===== src/hw/cpu6502_consts.svh =====
`ifndef CPU6502_CONSTS_SVH
`define CPU6502_CONSTS_SVH

// Reset vector of the CPU
// Low byte at this address, high byte right after it
`define CPU_RESET_VECTOR 16'hFFFC

// Shared RAM geometry
// Only the low address bits decode, so the 64 KB space mirrors the array
`define RAM_ADDR_BITS 12
`define RAM_BYTES 4096

// Longest block that one DMA command can copy
// Also sets the width of the length field
`define DMA_MAX_LEN 255

`endif


===== src/hw/bus_pkg.sv =====
`include "cpu6502_consts.svh"

package bus_pkg;

    typedef logic [15:0] addr_t;                            // CPU-visible address
    typedef logic [7:0]  byte_t;                            // One data byte
    typedef logic [$clog2(`DMA_MAX_LEN + 1) - 1:0] dma_len_t; // Copy length in bytes

    // Owner of the current bus slot
    typedef enum logic {
        BUS_CPU = 1'b0,                                     // Even slots
        BUS_DMA = 1'b1                                      // Odd slots
    } master_e;

    typedef struct packed {
        logic  rw;                                          // 1 = read, 0 = write
        addr_t addr;
        byte_t wdata;                                       // Ignored on reads
    } bus_req_t;

    // One access as the RAM saw it
    typedef struct packed {
        master_e master;
        logic    rw;
        addr_t   addr;
        byte_t   data;                                      // Read data or write data
    } bus_trace_t;

    typedef struct packed {
        addr_t    src;                                      // First source byte
        addr_t    dst;                                      // First destination byte
        dma_len_t len;                                      // Zero finishes at once
    } dma_cmd_t;

endpackage


===== src/hw/dma_copier.sv =====
`timescale 1ns/1ns

module dma_copier
    import bus_pkg::*;
(
    input  logic     i_clk,
    input  logic     i_reset_n,
    input  logic     i_slot,                    // DMA owns the bus this cycle
    input  logic     i_start,                   // One-cycle command strobe
    input  dma_cmd_t i_cmd,
    input  byte_t    i_rd_data,

    output bus_req_t o_req,
    output logic     o_done,                    // Pulse after last write
    output logic     o_busy
);

logic     r_busy;
logic     r_phase;                              // 0 = read source, 1 = write dest
logic     r_done;
dma_len_t r_count;                              // Bytes still to copy
addr_t    r_src;
addr_t    r_dst;
byte_t    r_buf;                                // Byte in flight

always_ff @(posedge i_clk)
begin
    if (!i_reset_n)
    begin
        r_busy  <= 1'b0;
        r_phase <= 1'b0;
        r_done  <= 1'b0;
        r_count <= '0;
    end
    else
    begin
        r_done <= 1'b0;
        if (!r_busy)
        begin
            if (i_start)                        // Starts while busy are dropped
            begin
                r_count <= i_cmd.len;
                r_phase <= 1'b0;
                if (i_cmd.len == '0)
                    r_done <= 1'b1;             // Empty copy, finish now
                else
                    r_busy <= 1'b1;
            end
        end
        else if (i_slot)
        begin
            r_phase <= ~r_phase;
            if (r_phase)                        // Write slot ends one byte
            begin
                r_count <= r_count - dma_len_t'(1);
                if (r_count == dma_len_t'(1))
                begin
                    r_busy <= 1'b0;
                    r_done <= 1'b1;
                end
            end
        end
    end
end

// Pointers and data buffer
always_ff @(posedge i_clk)
begin
    if (!r_busy && i_start)
    begin
        r_src <= i_cmd.src;
        r_dst <= i_cmd.dst;
    end
    else if (r_busy && i_slot)
    begin
        if (!r_phase)
        begin
            r_buf <= i_rd_data;                 // Capture source byte
            r_src <= r_src + 16'd1;
        end
        else
        begin
            r_dst <= r_dst + 16'd1;
        end
    end
end

always_comb
begin
    o_req.rw    = 1'b1;
    o_req.addr  = '0;                           // Idle dummy read
    o_req.wdata = r_buf;
    if (r_busy)
    begin
        o_req.rw   = ~r_phase;
        o_req.addr = r_phase ? r_dst : r_src;
    end
end

assign o_done = r_done;
assign o_busy = r_busy;

endmodule


===== config.mk =====
export PLATFORM = sky130hd
export DESIGN_NAME = dma_copier
export DESIGN_NICKNAME = d
export VERILOG_FILES = /design/src/hw/bus_pkg.sv /design/src/hw/dma_copier.sv
export VERILOG_INCLUDE_DIRS = /design/src /design/src/hw
export SDC_FILE = /design/constraint.sdc
export NUM_CORES = 1
export LEC_CHECK = 0
export BUFFER_PORTS_ARGS = -buffer_cell sky130_fd_sc_hd__buf_2
export CAP_MARGIN = 0
export CORE_AREA = 2 2 78 80
export CTS_BUF_LIST = sky130_fd_sc_hd__clkbuf_4 sky130_fd_sc_hd__clkbuf_8 sky130_fd_sc_hd__clkbuf_16
export CTS_CLUSTER_SIZE = 30
export DETAILED_ROUTE_END_ITERATION = 12
export DIE_AREA = 0 0 80 82
export GPL_TIMING_DRIVEN = 1
export HOLD_SLACK_MARGIN = 0.06
export PLACE_DENSITY = 0.78
export REMOVE_ABC_BUFFERS = 1
export SYNTH_ARGS = -nofsm -noshare
export SYNTH_HDL_FRONTEND = slang
export SYNTH_SLANG_ARGS = --single-unit

===== constraint.sdc =====
create_clock -name i_clk -period 4.8 [get_ports i_clk]
set_input_delay 0.48 -clock i_clk [delete_from_list [all_inputs] [get_ports i_clk]]
set_output_delay 0.48 -clock i_clk [all_outputs]
set_load 0.01 [all_outputs]

==> reports/summary.txt, run 1 <==
outcome = completed
Multi-input gate area = 1540 µm²
crit path max-delay cell type = dfxtp_1
nets@finish = 450
Die Y = 82 µm
first-pass GRT wire length = 11,400 µm
dpl cells = 462
skew final = 0.0107 ns
maxcap violations = 0
WL final = 7300 µm
Reg clk slew, reported paths = 0.09 ns
Final Cycle Share = 51.0%
critical path depth = 5
Relative slew margins = 30.6%
Post-synth EDFFs = 40
Clk Latency, worst-skew pair = 0.30 ns
cell leakage power = 1.38 nW
cts repair resizes = 0
clock buffer depth = 2
fin worst setup slack = 2.35 ns
Worst Setup SP = r_phase$_SDFFE_PN0P_
GRT Total Usage = 22.5%
CP Data Arrival Time = 2.65 ns
Hold Crit Class = primary input to flop
FFs w/ async S/R, synth = 0%
CTS tree = yes
Starting Density = 53.4%
Reg2Reg Depth = 5
Least-Margin Pin Slew = 1.04 ns
mapped cell area = 3070 µm²
Final Max Tran Viols = 0
Reg-to-Reg Start = r_phase$_SDFFE_PN0P_
largest area contributor in the netlist = edfxtp_1
unrepaired setup endpoints after global routing = no
DP Wirelength = 5290 µm
R2R setup slack = 2.35 ns
RR Endpoint = r_count[0]$_SDFFE_PN0P_
die area = 6560 µm²
top cell type's share of synthesized area = 39.2%
post-layout util = 63.3%
First-pass DRT Iterations = 4
most frequent cell after synthesis = nand2_1
Root Driver = clkbuf_8
Via density = 5.61
post-CTS setup repair buffer count = 0
WS Path Type = flop to flop
post-route ant nets = 0
routed vias = 2,638
GPL Wtd Cong = 0.909
layout cells sized above 1 = 26.1%
Final Instance Area = 3630 µm²
Setup WS pre-CTS = 2.40 ns
critical path cell sequence = and3_1, nor2_2, inv_2, o21ai_0, a221oi_1
DR DRC count = 0
VDD IR max = 0.149 mV
Synth Register Bits = 51
Worst setup SP type = flop
initial drt markers = 120
setup TNS = 0 ns
Crit path max-delay family = flip-flops
final count of hold timing violations = 0
# diodes = 0
Worst EP required = 5.00 ns
PwrDens = 323 nW/µm²
hold buffer count at cts = 0
Std-Cell Rows = 28
H-tree depth = 2
Die W = 80 µm
Seq. cell area = 1420 µm²
CTS Buf Count = 5
largest net degree at the start of global routing = 54
io pins = 79
Area after DPL = 3500 µm²
Gate Count Post-Synth = 324
type of destination of the critical path = flop
syn avg cell area = 9.46 µm²
Critical Path End = r_count[0]$_SDFFE_PN0P_
Buf/Inv on CP = 1
Peak Freq = 408 MHz
Synth warnings = 0
Setup-failing EPs final = 0
ys flop type = edfxtp_1
grt ovf = 0
wire per inst = 15.5 µm
Post-synth top cells = 48 x nand2_1, 40 x edfxtp_1, 34 x nor2_1, 20 x xnor2_1, 19 x o21ai_0
port bufs = 78
Layout Cells excl Fill = 470
Core ar. = 5750 µm²
Num Clock Sinks = 51
Hold Slack = 0.350 ns
synth top area cells = edfxtp_1 39%, dfxtp_1 7.2%, nand2_1 5.9%
final worst path period need = 2.45 ns
vias in the first global route = 2,398
CP Max Fanout = 23
CP max stage delay = 1.02 ns
share of the yosys chip area belonging to registers = 46.4%
fill count = 519
number of distinct library cells after synthesis = 43
initial antenna violation count = 0
Area Overhead vs Synth = 18.6%
Power, Total = 1.17 mW
## logic make-up after synthesis
kind of cell               count (synthesis)  share of synthesized area, %
AOI/OAI and AO/OA                         60                          11.3
xor gates and xnor gates                  26                          7.43
adders and majority gates                  4                          1.63
buffers and inverters                     27                          3.63
DFF                                       51                          46.4
muxes                                     17                          5.55
and+or+nand+nor                          139                          24.1
## report_power, final
part,switching [mW],total [mW],internal [mW],leakage [nW]
clock,0.140,0.354,0.214,0.0688
combinational,0.122,0.221,0.0988,0.834
sequential,0.0651,0.597,0.532,0.475
total,0.328,1.17,0.845,1.38
## state kept, by name, indices dropped and copies added, names as in the netlist
signal   cells
r_buf        8
r_src       16
r_count      8
o_busy       1
r_phase      1
r_dst       16
o_done       1
## metal layers
layer	up-vias	global-route usage (%)	wire, µm
met1	1245	30.8	3280
met2	81	35.9	3490
met4	0	9.83	172
met5	-	0	0
li1	1297	-	-
met3	15	3.19	351
## layout make-up
type                    instances  share of cell area (%)
multi-input cells             246                    42.4
well taps                      75                    2.58
flip-flops and latches         51                    39.1
clock inverters                 2                    1.65
repair buffers                 80                    11.2
inverters                      10                    1.03
clock buffers                   6                    2.10
## worst min-delay path by stage
| stage | start | to | slack, ns | cells after the start |
|---|---|---|---|---|
| 2_1_floorplan | r_count[7]$_SDFFE_PN0P_ | r_count[7]$_SDFFE_PN0P_ | 0.45 | 2 |
| 5_1_grt | i_rd_data[7] | r_buf[7]$_DFFE_PP_ | 0.34 | 1 |
| 6_report | i_rd_data[5] | r_buf[5]$_DFFE_PP_ | 0.35 | 1 |
| 3_5_place_dp | r_count[7]$_SDFFE_PN0P_ | r_count[7]$_SDFFE_PN0P_ | 0.47 | 2 |
| 4_1_cts | i_rd_data[5] | r_buf[5]$_DFFE_PP_ | 0.34 | 1 |
| 3_3_place_gp | r_count[7]$_SDFFE_PN0P_ | r_count[7]$_SDFFE_PN0P_ | 0.48 | 2 |
## cell usage in the layout (no fill, tap or decap), types with 7 or more instances in the layout
cell,count
o21ai_1,9
nor3_1,10
nor4_2,7
dfxtp_1,11
edfxtp_1,40
a21oi_1,15
buf_2,78
xnor2_1,20
nand2_1,48
inv_1,9
nor2_1,34
nand3_1,13
o21ai_0,18
mux2i_1,17
(Power assumes the default switching activity.)
==> run 2, diff against run 1 <==
Settings changed: ABC_AREA set to 1, CORE_AREA 2 2 78 80 to 2 2 84 86, DIE_AREA 0 0 80 82 to 0 0 86 88, PLACE_DENSITY 0.78 to 0.72.
Clock period 4.8 ns to 2.2 ns, I/O delays scaled along.
==> reports/summary.txt, run 2 <==
CP Max Fanout = 15 (-35%)
vias in the first global route = 2,976 (+24%)
most frequent cell after synthesis = nand2_1
Reg2Reg Depth = 7 (+2)
initial drt markers = 266 (+120%)
GRT Total Usage = 22.4% (-0.16 points)
commonest cells after routing, fill and taps aside = 125 x nand2_1, 78 x buf_2, 49 x inv_1
Area after DPL = 3600 µm² (+3.0%)
Regs by FF count = r_dst (16), r_src (16)
FFs w/ async S/R, synth = 0% (unchanged)
io pins = 79 (unchanged)
syn avg cell area = 7.59 µm² (-20%)
clock share of power = 24.6% (-5.6 points)
Worst EP required = 1.98 ns (-3.02 ns)
final worst path period need = 1.88 ns
final count of hold timing violations = 0 (unchanged)
worst hold path stage count = 1 (unchanged)
type of destination of the critical path = primary output
largest net degree at the start of global routing = 40 (-26%)
Hold Crit Class = primary input to flop
Starting Density = 47.0% (-6.3 points)
Layout Cells excl Fill = 573 (+22%)
die area = 7570 µm² (+15%)
# diodes = 0 (unchanged)
synth top area cells = edfxtp_1 38%, nand2_1 15%, dfxtp_1 7.0%
Reg clk slew, reported paths = 0.11 ns (+0.02 ns)
dpl cells = 564 (+22%)
initial antenna violation count = 0 (unchanged)
port bufs = 78 (unchanged)
CP max stage delay = 0.47 ns (-0.55 ns)
Clk Latency, worst-skew pair = 0.31 ns (about the same)
Synth Register Bits = 51 (unchanged)
skew final = 0.00821 ns (-0.00253 ns)
cts repair resizes = 0 (unchanged)
Peak Freq = 532 MHz
first-pass GRT wire length = 13,500 µm (+19%)
Relative slew margins = 58.7% (+28 points)
Worst setup SP type = flop
setup TNS = 0 ns (unchanged)
maxcap violations = 0 (unchanged)
VDD IR max = 0.358 mV (+140%)
critical path cell sequence = nand2_1, o22ai_1, buf_2
PwrDens = 653 nW/µm² (+100%)
CP Data Arrival Time = 1.66 ns (-0.99 ns)
ys flop type = edfxtp_1
Least-Margin Pin Slew = 0.619 ns (-0.420 ns)
largest area contributor in the netlist = edfxtp_1
fin worst setup slack = 0.320 ns (-2.03 ns)
share of the yosys chip area belonging to registers = 45.5% (-0.89 points)
Final Max Tran Viols = 0 (unchanged)
Logic pwr share = 23.8% (+4.9 points)
Area Overhead vs Synth = 18.6% (about the same)
wire per inst = 14.1 µm (-9.2%)
CTS Buf Count = 5 (unchanged)
post-layout util = 55.8% (-7.5 points)
Die W = 86 µm (+7.5%)
Die Y = 88 µm (+7.3%)
First-pass DRT Iterations = 5 (+1)
WS Path Type = flop to primary output
Via density = 5.44 (-3.1%)
WL final = 8080 µm (+11%)
P_int = 1.60 mW (+90%)
cell leakage power = 1.75 nW (+27%)
H-tree depth = 2 (unchanged)
Final Cycle Share = 85.5%
outcome = completed
post-route ant nets = 0 (unchanged)
layout cells sized above 1 = 21.5% (-4.6 points)
Num Clock Sinks = 51 (unchanged)
Core ar. = 6640 µm² (+16%)
crit path max-delay cell type = dfxtp_1
clock buffer depth = 2 (unchanged)
CTS tree = yes
DP Wirelength = 6140 µm (+16%)
Post-synth top cells = 125 x nand2_1, 49 x inv_1, 40 x edfxtp_1, 37 x nand3_1, 33 x nor2_1
Switching Share = 33.7% (+5.8 points)
commonest non-fill, non-tap cell in the layout = nand2_1
top cell type's share of synthesized area = 38.4% (-0.75 points)
number of distinct library cells after synthesis = 27 (-37%)
Post-synth EDFFs = 40 (unchanged)
Setup-failing EPs final = 0 (unchanged)
nets@finish = 548 (+22%)
unrepaired setup endpoints after global routing = no
Setup WS pre-CTS = 0.421 ns (-1.97 ns)
Reg power frac = 51.5% (+0.6 points)
fill count = 635 (+22%)
Psw = 0.816 mW (+150%)
Root Driver = clkbuf_8
GPL Wtd Cong = 0.881 (-3.1%)
grt ovf = 0 (unchanged)
Std-Cell Rows = 30 (+7.1%)
mapped cell area = 3130 µm² (+2.0%)
Synth warnings = 0 (unchanged)
DR DRC count = 0 (unchanged)
Gate Count Post-Synth = 412 (+27%)
routed vias = 3,118 (+18%)
Final Instance Area = 3710 µm² (+2.0%)
[run 2: changes by cell type after synthesis, moves of 4 or more]
| cell | before | now |
|---|---|---|
| and3_1 | 6 | 0 |
| nor4_2 | 7 | 0 |
| mux2i_1 | 17 | 0 |
| o21ai_0 | 19 | 28 |
| nand3_1 | 13 | 37 |
| nand2_1 | 48 | 125 |
| o22ai_1 | 3 | 14 |
| xnor2_1 | 20 | 0 |
| o21ai_1 | 8 | 0 |
| inv_1 | 9 | 49 |
| nand4_1 | 5 | 10 |
| buf_1 | 4 | 0 |
| nor2b_1 | 4 | 0 |
[run 2: worst paths after layout]
path	slack, ns	from	endpoint
setup / recovery	0.32	r_phase$_SDFFE_PN0P_	o_req[12]
hold reg to reg	0.49	r_count[7]$_SDFFE_PN0P_	r_count[7]$_SDFFE_PN0P_
setup reg to reg	0.37	r_src[0]$_DFFE_PP_	r_src[8]$_DFFE_PP_
hold / removal	0.07	i_rd_data[4]	r_buf[4]$_DFFE_PP_
[run 2: critical path: cells and delay by family, from the launching register on]
kind	cells	cell delay, ns
DFF	1	0.47
and+or+nand+nor	1	0.34
AOI/OAI and AO/OA	1	0.34
buffers and inverters	1	0.19
[run 2: power groups by stage]
stage	clock, mW	combinational (mW)	sequential [mW]
after floorplan	0	0.371	1.25
after global placement	0	0.558	1.26
after detailed placement	0	0.571	1.27
after CTS	0.600	0.575	1.25
after global routing	0.634	0.655	1.26
final	0.596	0.576	1.25
[run 2: cells by family after synthesis]
family / Yosys count / share of synthesized area (%)
xor gates and xnor gates: 7 / 1.96
adders and majority gates: 4 / 1.60
buffers and inverters: 63 / 8.01
DFF: 51 / 45.5
AOI/OAI and AO/OA: 65 / 11.9
and+or+nand+nor: 222 / 31.1
[run 2: through the flow]
stage	hold slack, ns	power [mW]
2_1_floorplan	0.319	1.62
3_3_place_gp	0.397	1.82
3_5_place_dp	0.399	1.84
4_1_cts	0.0652	2.42
5_1_grt	0.0601	2.55
6_report	0.0712	2.42
[run 2: routing by layer]
| metal | up-vias | global-route usage (%) | part of all wire (%) |
|---|---|---|---|
| li1 | 1538 | - | - |
| met3 | 13 | 4.24 | 7.9 |
| met2 | 145 | 37.8 | 47 |
| met5 | - | 0 | 0 |
| met1 | 1422 | 29.4 | 43 |
| met4 | 0 | 6.20 | 1.4 |
[run 2: cell type report]
class | instances | area [µm²] | share of cell area [%]
multi-input cells | 298 | 1450 | 39.2
well taps | 80 | 100 | 2.70
repair buffers | 85 | 445 | 12.0
clock inverters | 3 | 26.3 | 0.709
inverters | 51 | 191 | 5.16
clock buffers | 5 | 68.8 | 1.86
flip-flops and latches | 51 | 1420 | 38.3
[run 2: what timing repair did]
| item | in CTS | in global routing |
|---|---|---|
| hold buffers | 0 | 1 |
| setup buffers | 0 | 0 |
| endpoints found under the hold margin | 0 | 1 |
