**config.mk**
```make
export PLATFORM = sky130hd
export DESIGN_NAME = bus_slot_arbiter
export DESIGN_NICKNAME = d
export VERILOG_FILES = /design/src/hw/bus_pkg.sv /design/src/hw/bus_slot_arbiter.sv
export VERILOG_INCLUDE_DIRS = /design/src /design/src/hw
export SDC_FILE = /design/constraint.sdc
export NUM_CORES = 1
export LEC_CHECK = 0
export BUFFER_PORTS_ARGS = -buffer_cell sky130_fd_sc_hd__buf_2
export CAP_MARGIN = 30
export CORE_MARGIN = 8
export CORE_UTILIZATION = 31
export CTS_CLUSTER_DIAMETER = 200
export CTS_CLUSTER_SIZE = 20
export DETAILED_ROUTE_END_ITERATION = 12
export PLACE_DENSITY = 0.81
export SYNTH_ARGS = -nofsm -noshare
export SYNTH_HDL_FRONTEND = slang
export SYNTH_SLANG_ARGS = --single-unit
```
**constraint.sdc**
```tcl
create_clock -name i_clk -period 1.8 [get_ports i_clk]
set_clock_uncertainty 0.15 [all_clocks]
set_input_delay 0.18 -clock i_clk [delete_from_list [all_inputs] [get_ports i_clk]]
set_output_delay 0.18 -clock i_clk [all_outputs]
set_load 0.005 [all_outputs]
```
**src/hw/cpu6502_consts.svh**
```systemverilog
`ifndef CPU6502_CONSTS_SVH
`define CPU6502_CONSTS_SVH

// Reset vector of the CPU
// Low byte at this address, high byte right after it
`define CPU_RESET_VECTOR 16'hFFFC

// Shared RAM geometry
// Only the low address bits decode, so the 64 KB space mirrors the array
`define RAM_ADDR_BITS 12
`define RAM_BYTES 4096

// Longest block that one DMA command can copy
// Also sets the width of the length field
`define DMA_MAX_LEN 255

`endif

```
**src/hw/bus_pkg.sv**
```systemverilog
`include "cpu6502_consts.svh"

package bus_pkg;

    typedef logic [15:0] addr_t;                            // CPU-visible address
    typedef logic [7:0]  byte_t;                            // One data byte
    typedef logic [$clog2(`DMA_MAX_LEN + 1) - 1:0] dma_len_t; // Copy length in bytes

    // Owner of the current bus slot
    typedef enum logic {
        BUS_CPU = 1'b0,                                     // Even slots
        BUS_DMA = 1'b1                                      // Odd slots
    } master_e;

    typedef struct packed {
        logic  rw;                                          // 1 = read, 0 = write
        addr_t addr;
        byte_t wdata;                                       // Ignored on reads
    } bus_req_t;

    // One access as the RAM saw it
    typedef struct packed {
        master_e master;
        logic    rw;
        addr_t   addr;
        byte_t   data;                                      // Read data or write data
    } bus_trace_t;

    typedef struct packed {
        addr_t    src;                                      // First source byte
        addr_t    dst;                                      // First destination byte
        dma_len_t len;                                      // Zero finishes at once
    } dma_cmd_t;

endpackage

```
**src/hw/bus_slot_arbiter.sv**
```systemverilog
`timescale 1ns/1ns

module bus_slot_arbiter
    import bus_pkg::*;
(
    input  logic       i_clk,
    input  logic       i_reset_n,
    input  bus_req_t   i_cpu_req,
    input  bus_req_t   i_dma_req,
    input  byte_t      i_ram_rd_data,

    output logic       o_cpu_slot,              // Even cycles
    output logic       o_dma_slot,              // Odd cycles
    output bus_req_t   o_ram_req,
    output byte_t      o_rd_data,               // Shared read return
    output bus_trace_t o_trace
);

logic     r_slot;                               // 0 = CPU, 1 = DMA
master_e  owner;

// Fixed alternation, no grants
always_ff @(posedge i_clk)
begin
    if (!i_reset_n)
        r_slot <= 1'b0;                         // CPU goes first
    else
        r_slot <= ~r_slot;
end

assign owner      = r_slot ? BUS_DMA : BUS_CPU;
assign o_cpu_slot = ~r_slot;
assign o_dma_slot = r_slot;

assign o_ram_req = r_slot ? i_dma_req : i_cpu_req;
assign o_rd_data = i_ram_rd_data;               // Each master samples in own slot

// Trace carries the byte actually moved
always_comb
begin
    o_trace.master = owner;
    o_trace.rw     = o_ram_req.rw;
    o_trace.addr   = o_ram_req.addr;
    o_trace.data   = o_ram_req.rw ? i_ram_rd_data : o_ram_req.wdata;
end

endmodule

```
==> flow_summary.ini, run 1 <==
[grt]
grt_pass1_wl_um = 4890
grt.overflow.total = 0
antenna_found_initial = 0
grt_max_degree = 26
grtUsageTotal_pct = 11.2
first_global_vias = 1092

[die]
die_h_um = 69.6
io_pins = 121
rows = 19
coreArea_um2 = 2730
dieArea_um2 = 4840
start_util_pct = 32.6
die_width_um = 69.6

[clock_network]
clkTransAtPathRegs_ps = 0
clock_latency_ps = 0
cts_resized = 0
hold_buffers = 0
cts_setup_buffers = 0

[routing]
via_count = 965
routed_wl_um = 3080
detail_route.iter0.violations = 6
ant_nets = 0
post-route-drc-count = 0
wl_per_cell_um = 15.0
drtPass1Iterations = 2
vias_per_cell = 4.71

[power]
pwr-share-clk_pct = 0
p_seq_share_pct = 6.6
power.net_switching_mw = 0.149
p_sw_share_pct = 37.6
power.internal_mw = 0.248
pwr-share-comb_pct = 93.4
powerDensity_nw_per_um2 = 307
ir_drop_uv = 247
total_power_mw = 0.397
leakage_nw = 0.805

[place]
gp_congestion = 0.710
io_buffers = 120
pre_cts_ws_ps = 439

[critical_path]
required_ps = 1470
path_max_fanout = 25
r2r-end = o_dma_slot
cpPeakStageDelay_ps = 370
crit_chain = buf_12 -> mux2_2 -> buf_2
worst-path-buf-inv = 2
worstReg2RegStart = o_dma_slot
crit_family = multiplexers
crit_type = flip-flop to primary output
crit_start = o_dma_slot
crit_path_start_kind = flip-flop
rr_worst_depth = 2
slowest_stage = mux2_2
critPathArrivalTime_ps = 1020
r2r_slack_ps = 930
worst_setup_path_end_kind = primary output

[final_layout]
n_fill_cell = 262
antenna_cells = 0
syn_to_final_growth_pct = 45.4
final_util_pct = 47.4
largest_register_ff_count = 1
final_nets = 236
drive_gt1_share_pct = 85.1

[timing]
worst_slack_ps = 448
max_freq_ghz = 0.740
period_minus_slack_ps = 1350
slew_headroom_pct = 83.2
timing.hold.ws_ps = 248
timing.final.crit_share_pct = 75.1
finalSetupViolations = 0
setup_tns_ps = 0
rsz0062_at_grt = false
finalHoldViolations = 0
slew_violations = 0
tightest_slew_ps = 252

[synthesis]
synth_compound_area_share_pct = 0
synth_cells = 84
synth_cell_types = 10
synth_top_family_by_area = multiplexers
mappedNetlistArea_um2 = 891
syn_avg_cell_area_um2 = 10.6
synthAdderAreaFrac_pct = 0
synth_warnings = 0
synthSimpleGateAreaFrac_pct = 0.702
ys_seq_area_share_pct = 2.25
synth-xor-area-share_pct = 0
synth_mux_area_share_pct = 67.0
synth_seq_cells = 1
syn_nets = 144

[worst_hold_path]
hold_class = input pin to flip-flop
hold_depth = 2
hold-path-endpoint = o_dma_slot
hold_start = i_reset_n

[status]
outcome = complete, no violations

[flow_run]
drv_cap = 0
==> Yosys cell counts <==
cell type / n / area, µm²
inv_1: 1 / 3.75
buf_6: 1 / 11.3
buf_2: 2 / 10.0
dfxtp_1: 1 / 20.0
mux2i_1: 24 / 240
mux2_4: 20 / 300
nor2b_1: 1 / 6.26
buf_4: 27 / 203
mux2_2: 5 / 56.3
buf_12: 2 / 40.0
==> worst max-delay path by stage <==
stage                   end  slack (ps)  depth (start not counted)
6_report         o_trace[9]         450                          3
3_3_place_gp   o_ram_req[9]         440                          3
4_1_cts          o_trace[9]         440                          3
3_5_place_dp     o_trace[9]         440                          3
2_1_floorplan   o_trace[12]         380                          4
5_1_grt        o_ram_req[8]         400                          3
==> layout by cell type (no fill, tap or decap) <==
cell type | netlist | routed
dfxtp_2 | 0 | 1
mux2_2 | 5 | 5
nor2b_1 | 1 | 1
mux2i_1 | 24 | 24
buf_12 | 2 | 1
mux2_4 | 20 | 20
inv_1 | 1 | 1
buf_4 | 27 | 1
buf_2 | 2 | 120
==> layout make-up <==
type	instances	area [µm²]	area share (%)
inverter	1	3.75	0.290
timing repair buffer	122	628	48.5
tap	31	38.8	3.00
multi-input combinational	50	603	46.6
sequential	1	21.3	1.64
==> metal layers <==
metal / vias to the layer above / part of all wire, % / GRT usage [%]
met3: 0 / 21 / 9.59
met1: 422 / 34 / 9.99
li1: 452 / - / -
met5: - / 0 / 0
met2: 91 / 44 / 19.9
met4: 0 / 0 / 0
==> cells by family (layout without fill, tap and decap cells) <==
logic type,Yosys count,count (layout)
mux,49,49
buf+inv,33,123
flops,1,1
simple gates,1,1
==> power groups by stage <==
stage / combinational (mW) / clock [mW] / sequential (mW)
3_3_place_gp: 0.373 / 0 / 0.0261
4_1_cts: 0.379 / 0 / 0.0262
3_5_place_dp: 0.378 / 0 / 0.0262
2_1_floorplan: 0.252 / 0 / 0.0257
5_1_grt: 0.406 / 0 / 0.0265
6_report: 0.371 / 0 / 0.0262
==> through the flow <==
| step | instance area (µm²) | instances |
|---|---|---|
| finish | 1290 | 205 |
| global route | 1290 | 205 |
| CTS | 1290 | 205 |
| detailed placement | 1290 | 205 |
| global placement | 1290 | 205 |
| floorplan | 891 | 84 |
Power figures use the tool's default switching activity.
==> run 2: changes to the inputs <==
--- a/config.mk
+++ b/config.mk
@@ -9,11 +9,11 @@
 export BUFFER_PORTS_ARGS = -buffer_cell sky130_fd_sc_hd__buf_2
 export CAP_MARGIN = 30
 export CORE_MARGIN = 8
-export CORE_UTILIZATION = 31
+export CORE_UTILIZATION = 28
 export CTS_CLUSTER_DIAMETER = 200
 export CTS_CLUSTER_SIZE = 20
 export DETAILED_ROUTE_END_ITERATION = 12
-export PLACE_DENSITY = 0.81
+export PLACE_DENSITY = 0.77
 export SYNTH_ARGS = -nofsm -noshare
 export SYNTH_HDL_FRONTEND = slang
 export SYNTH_SLANG_ARGS = --single-unit
==> constraint.sdc (replaced) <==
create_clock -name i_clk -period 1.2 [get_ports i_clk]
set_clock_uncertainty 0.15 [all_clocks]
set_input_delay 0.12 -clock i_clk [delete_from_list [all_inputs] [get_ports i_clk]]
set_output_delay 0.12 -clock i_clk [all_outputs]
set_load 0.005 [all_outputs]
==> flow_summary.ini, run 2 (synthesis gave the netlist of run 1 again) <==
[routing]
post-route-drc-count = 0
routed_wl_um = 3700
wl_per_cell_um = 16.5
vias_per_cell = 4.46
ant_nets = 0
via_count = 1003
drtPass1Iterations = 2
detail_route.iter0.violations = 9

[status]
violations = setup timing
outcome = finished with violations

[place]
pre_cts_ws_ps = -128
io_buffers = 120
gp_congestion = 0.715
hpwl_um = 2920

[critical_path]
crit_path_start_kind = flip-flop
crit_chain = clkbuf_16 -> mux2_4 -> buf_6
critPathArrivalTime_ps = 1020
worstReg2RegStart = o_dma_slot
worst-path-buf-inv = 2
crit_family = flip-flops
crit_start = o_dma_slot
worst_setup_path_end_kind = primary output
slowest_stage = dfxtp_4
cpPeakStageDelay_ps = 400
required_ps = 930
path_max_fanout = 5
crit_type = flip-flop to primary output

[die]
coreArea_um2 = 3050
die_width_um = 72.4
die_h_um = 72.4
dieArea_um2 = 5240
io_pins = 121
start_util_pct = 29.2
rows = 20

[timing]
finalHoldViolations = 0
tightest_slew_ps = 257
finalSetupViolations = 47
period_minus_slack_ps = 1290
worst_slack_ps = -86.2
timing.final.crit_share_pct = 107
rsz0062_at_grt = true
slew_headroom_pct = 82.9
max_freq_ghz = 0.777
slew_violations = 0

[power]
p_sw_share_pct = 34.0
leakage_nw = 0.953
pwr-share-clk_pct = 0
total_power_mw = 0.811
p_seq_share_pct = 5.5
power.internal_mw = 0.535
power.net_switching_mw = 0.275
pwr-share-comb_pct = 94.5
powerDensity_nw_per_um2 = 489
ir_drop_uv = 218

[grt]
antenna_found_initial = 0
first_global_vias = 1134
grt_max_degree = 16
grtUsageTotal_pct = 11.6
grt_pass1_wl_um = 5180
grt.overflow.total = 0

[final_layout]
final_cell_mix = buf_2 (85), buf_6 (36), mux2_4 (25), mux2i_1 (24), buf_4 (4)
antenna_cells = 0
syn_to_final_growth_pct = 86.1
drive_gt1_share_pct = 85.6
final_nets = 243
largest_register_ff_count = 1
layout_commonest_cell = buf_2
n_fill_cell = 280

[clock_network]
clock_latency_ps = 0
clkTransAtPathRegs_ps = 0

[flow_run]
drv_cap = 0

[worst_hold_path]
hold_start = i_reset_n
hold_class = input pin to flip-flop
==> run 2: changes by cell type in the layout (fill, tap and decap cells not counted), moves of 3 or more <==
cell    change
buf_4       +3
mux2_2      -5
mux2_4      +5
buf_6      +36
buf_2      -35
==> run 2: timing repair <==
| item | 4_1_cts | 5_1_grt |
|---|---|---|
| hold buffers | 0 | 0 |
| gates cloned | 1 | 1 |
| setup endpoints to repair | 42 | 49 |
| buffers inserted | 5 | 0 |
| resized for setup | 16 | 27 |
==> run 2: worst paths after layout <==
path                   end  cells after the start  slack, ps
min             o_dma_slot                      2        190
max reg2reg     o_dma_slot                      2        300
min reg2reg     o_dma_slot                      2        530
max          o_ram_req[14]                      3        -90
==> run 2: final cells by class <==
type / instances / area, µm² / share of cell area, %
Sequential cell: 1 / 23.8 / 1.43
Inverter: 1 / 3.75 / 0.226
Multi-Input combinational cell: 50 / 622 / 37.5
Timing Repair Buffer: 129 / 953 / 57.5
Tap cell: 44 / 55.1 / 3.32
==> run 2: through the flow <==
step	setup TNS (ps)	hold slack [ps]	instances	cell area [µm²]	utilization [%]
after floorplan	-1480	98.0	84	941	-
after global placement	-2560	182	218	1320	43.4
after detailed placement	-3140	188	218	1320	43.4
after CTS	-2630	193	224	1470	48.1
after global routing	-4540	200	225	1660	54.3
final	-3080	191	225	1660	54.3
==> run 2: power by group through the flow <==
stage	Sequential, mW	Combinational (mW)	Clock [mW]
after floorplan	0.0391	0.408	0
after global placement	0.0404	0.567	0
after detailed placement	0.0406	0.576	0
after CTS	0.0431	0.656	0
after global routing	0.0453	0.824	0
final	0.0444	0.766	0
==> run 2: metal layers <==
metal	vias up	GRT usage (%)	routed length, µm
met3	0	7.30	632
met4	0	0	0
met5	-	0	0
li1	467	-	-
met1	444	11.2	1320
met2	92	21.6	1750
==> run 3: changes to the inputs <==
--- a/config.mk
+++ b/config.mk
@@ -14,6 +14,7 @@
 export CTS_CLUSTER_SIZE = 20
 export DETAILED_ROUTE_END_ITERATION = 12
 export PLACE_DENSITY = 0.77
+export SKIP_LAST_GASP = 1
 export SYNTH_ARGS = -nofsm -noshare
 export SYNTH_HDL_FRONTEND = slang
 export SYNTH_SLANG_ARGS = --single-unit
==> flow_summary.ini, run 3 (synthesis gave the netlist of run 1 again) <==
[status]
outcome = finished with violations
violations = setup timing

[grt]
grt_pass1_wl_um = 5110
use_met2_pct = 21.2
antenna_found_initial = 0
grtUsageTotal_pct = 11.4
met3_usage_pct = 7.02
grt.overflow.total = 0
grt.busiest_layer = met2
first_global_vias = 1125
met1_usage_pct = 11.1
grt_max_degree = 16

[timing]
period_minus_slack_ps = 1290
rsz0062_at_grt = true
finalHoldViolations = 0
max_freq_ghz = 0.772
finalSetupViolations = 47
slew_headroom_pct = 82.8
slew_violations = 0
tightest_slew_ps = 259
worst_slack_ps = -94.6
timing.final.crit_share_pct = 108

[final_layout]
seq_area_um2 = 23.8
layout_commonest_cell = buf_2
final_util_pct = 45.6
largest_register_ff_count = 1
final_cell_mix = buf_2 (120), mux2i_1 (24), mux2_4 (20), mux2_2 (5), buf_4 (5)
antenna_cells = 0
final_nets = 242
drive_gt1_share_pct = 85.6
syn_to_final_growth_pct = 56.2
n_fill_cell = 327
multi_input_area_um2 = 603
fin_cells = 224

[die]
dieArea_um2 = 5240
start_util_pct = 29.2
io_pins = 121
rows = 20
die_width_um = 72.4
coreArea_um2 = 3050
die_h_um = 72.4

[routing]
via_count = 983
post-route-drc-count = 0
detail_route.iter0.violations = 16
drtPass1Iterations = 2
ant_nets = 0
vias_per_cell = 4.39
routed_wl_um = 3350
wl_per_cell_um = 15.0

[critical_path]
r2r-end = o_dma_slot
path_max_fanout = 11
crit_type = flip-flop to primary output
crit_path_start_kind = flip-flop
r2r_slack_ps = 330
required_ps = 930
rr_worst_depth = 2
worst_setup_path_end_kind = primary output
critPathArrivalTime_ps = 1020
worstReg2RegStart = o_dma_slot

[place]
placedCellCount = 218
hpwl_um = 2920
gp_congestion = 0.715
io_buffers = 120

[worst_hold_path]
hold_depth = 2
hold_start = i_reset_n
hold-path-endpoint = o_dma_slot
hold_class = input pin to flip-flop

[power]
ir_drop_uv = 203
powerDensity_nw_per_um2 = 460
leakage_nw = 0.846

[flow_run]
drv_cap = 0

[clock_network]
clock_latency_ps = 0
hold_buffers = 0
clkTransAtPathRegs_ps = 0
==> run 3: changes by cell type in the layout (fill, tap and decap cells not counted), sizes merged <==
| cell | delta |
|---|---|
| clkbuf | -1 |
==> run 3: stage by stage <==
step	setup slack, ps	instance area [µm²]	power (mW)	hold slack [ps]	setup TNS, ps
2_1_floorplan	-106	941	0.447	98.0	-1480
3_3_place_gp	-106	1320	0.607	182	-2560
3_5_place_dp	-128	1320	0.617	188	-3140
4_1_cts	-110	1390	0.651	193	-2740
5_1_grt	-129	1390	0.700	200	-3840
6_report	-94.6	1390	0.640	191	-2310
==> run 3: cell type report <==
class / count / share of cell area (%)
Inverter: 1 / 0.270
Timing Repair Buffer: 128 / 50.7
Sequential cell: 1 / 1.71
Tap cell: 44 / 3.96
Multi-Input combinational cell: 50 / 43.3
==> run 3: timing repair <==
| item | in CTS | in global routing |
|---|---|---|
| setup endpoints to repair | 42 | 49 |
| gates resized for setup | 2 | 0 |
| cloned | 1 | 0 |
| setup buffers | 5 | 0 |
==> run 3: where the power goes <==
group	internal (mW)	switching (mW)	leakage [nW]
combinational	0.366	0.231	0.837
sequential	0.0360	0.00666	0.00889
clock	0	0	0
==> run 3: critical path: stages (launching register included) <==
cell and delay, ps:
dfxtp_4 380, buf_12 160, mux2_2 350, buf_2 130
==> run 3: per-layer routing <==
metal,vias to the layer above,share of wire [%]
li1,466,-
met1,425,37
met2,92,44
met3,0,19
met4,0,0
met5,-,0
==> run 3: worst max path at each step <==
stage / startpoint / slack, ps / end / depth (start not counted)
floorplan: o_dma_slot / -110 / o_trace[12] / 4
global placement: o_dma_slot / -110 / o_trace[9] / 3
detailed placement: o_dma_slot / -130 / o_trace[9] / 3
CTS: o_dma_slot / -110 / o_trace[9] / 3
global route: o_dma_slot / -130 / o_trace[11] / 3
finish: o_dma_slot / -90 / o_trace[9] / 3
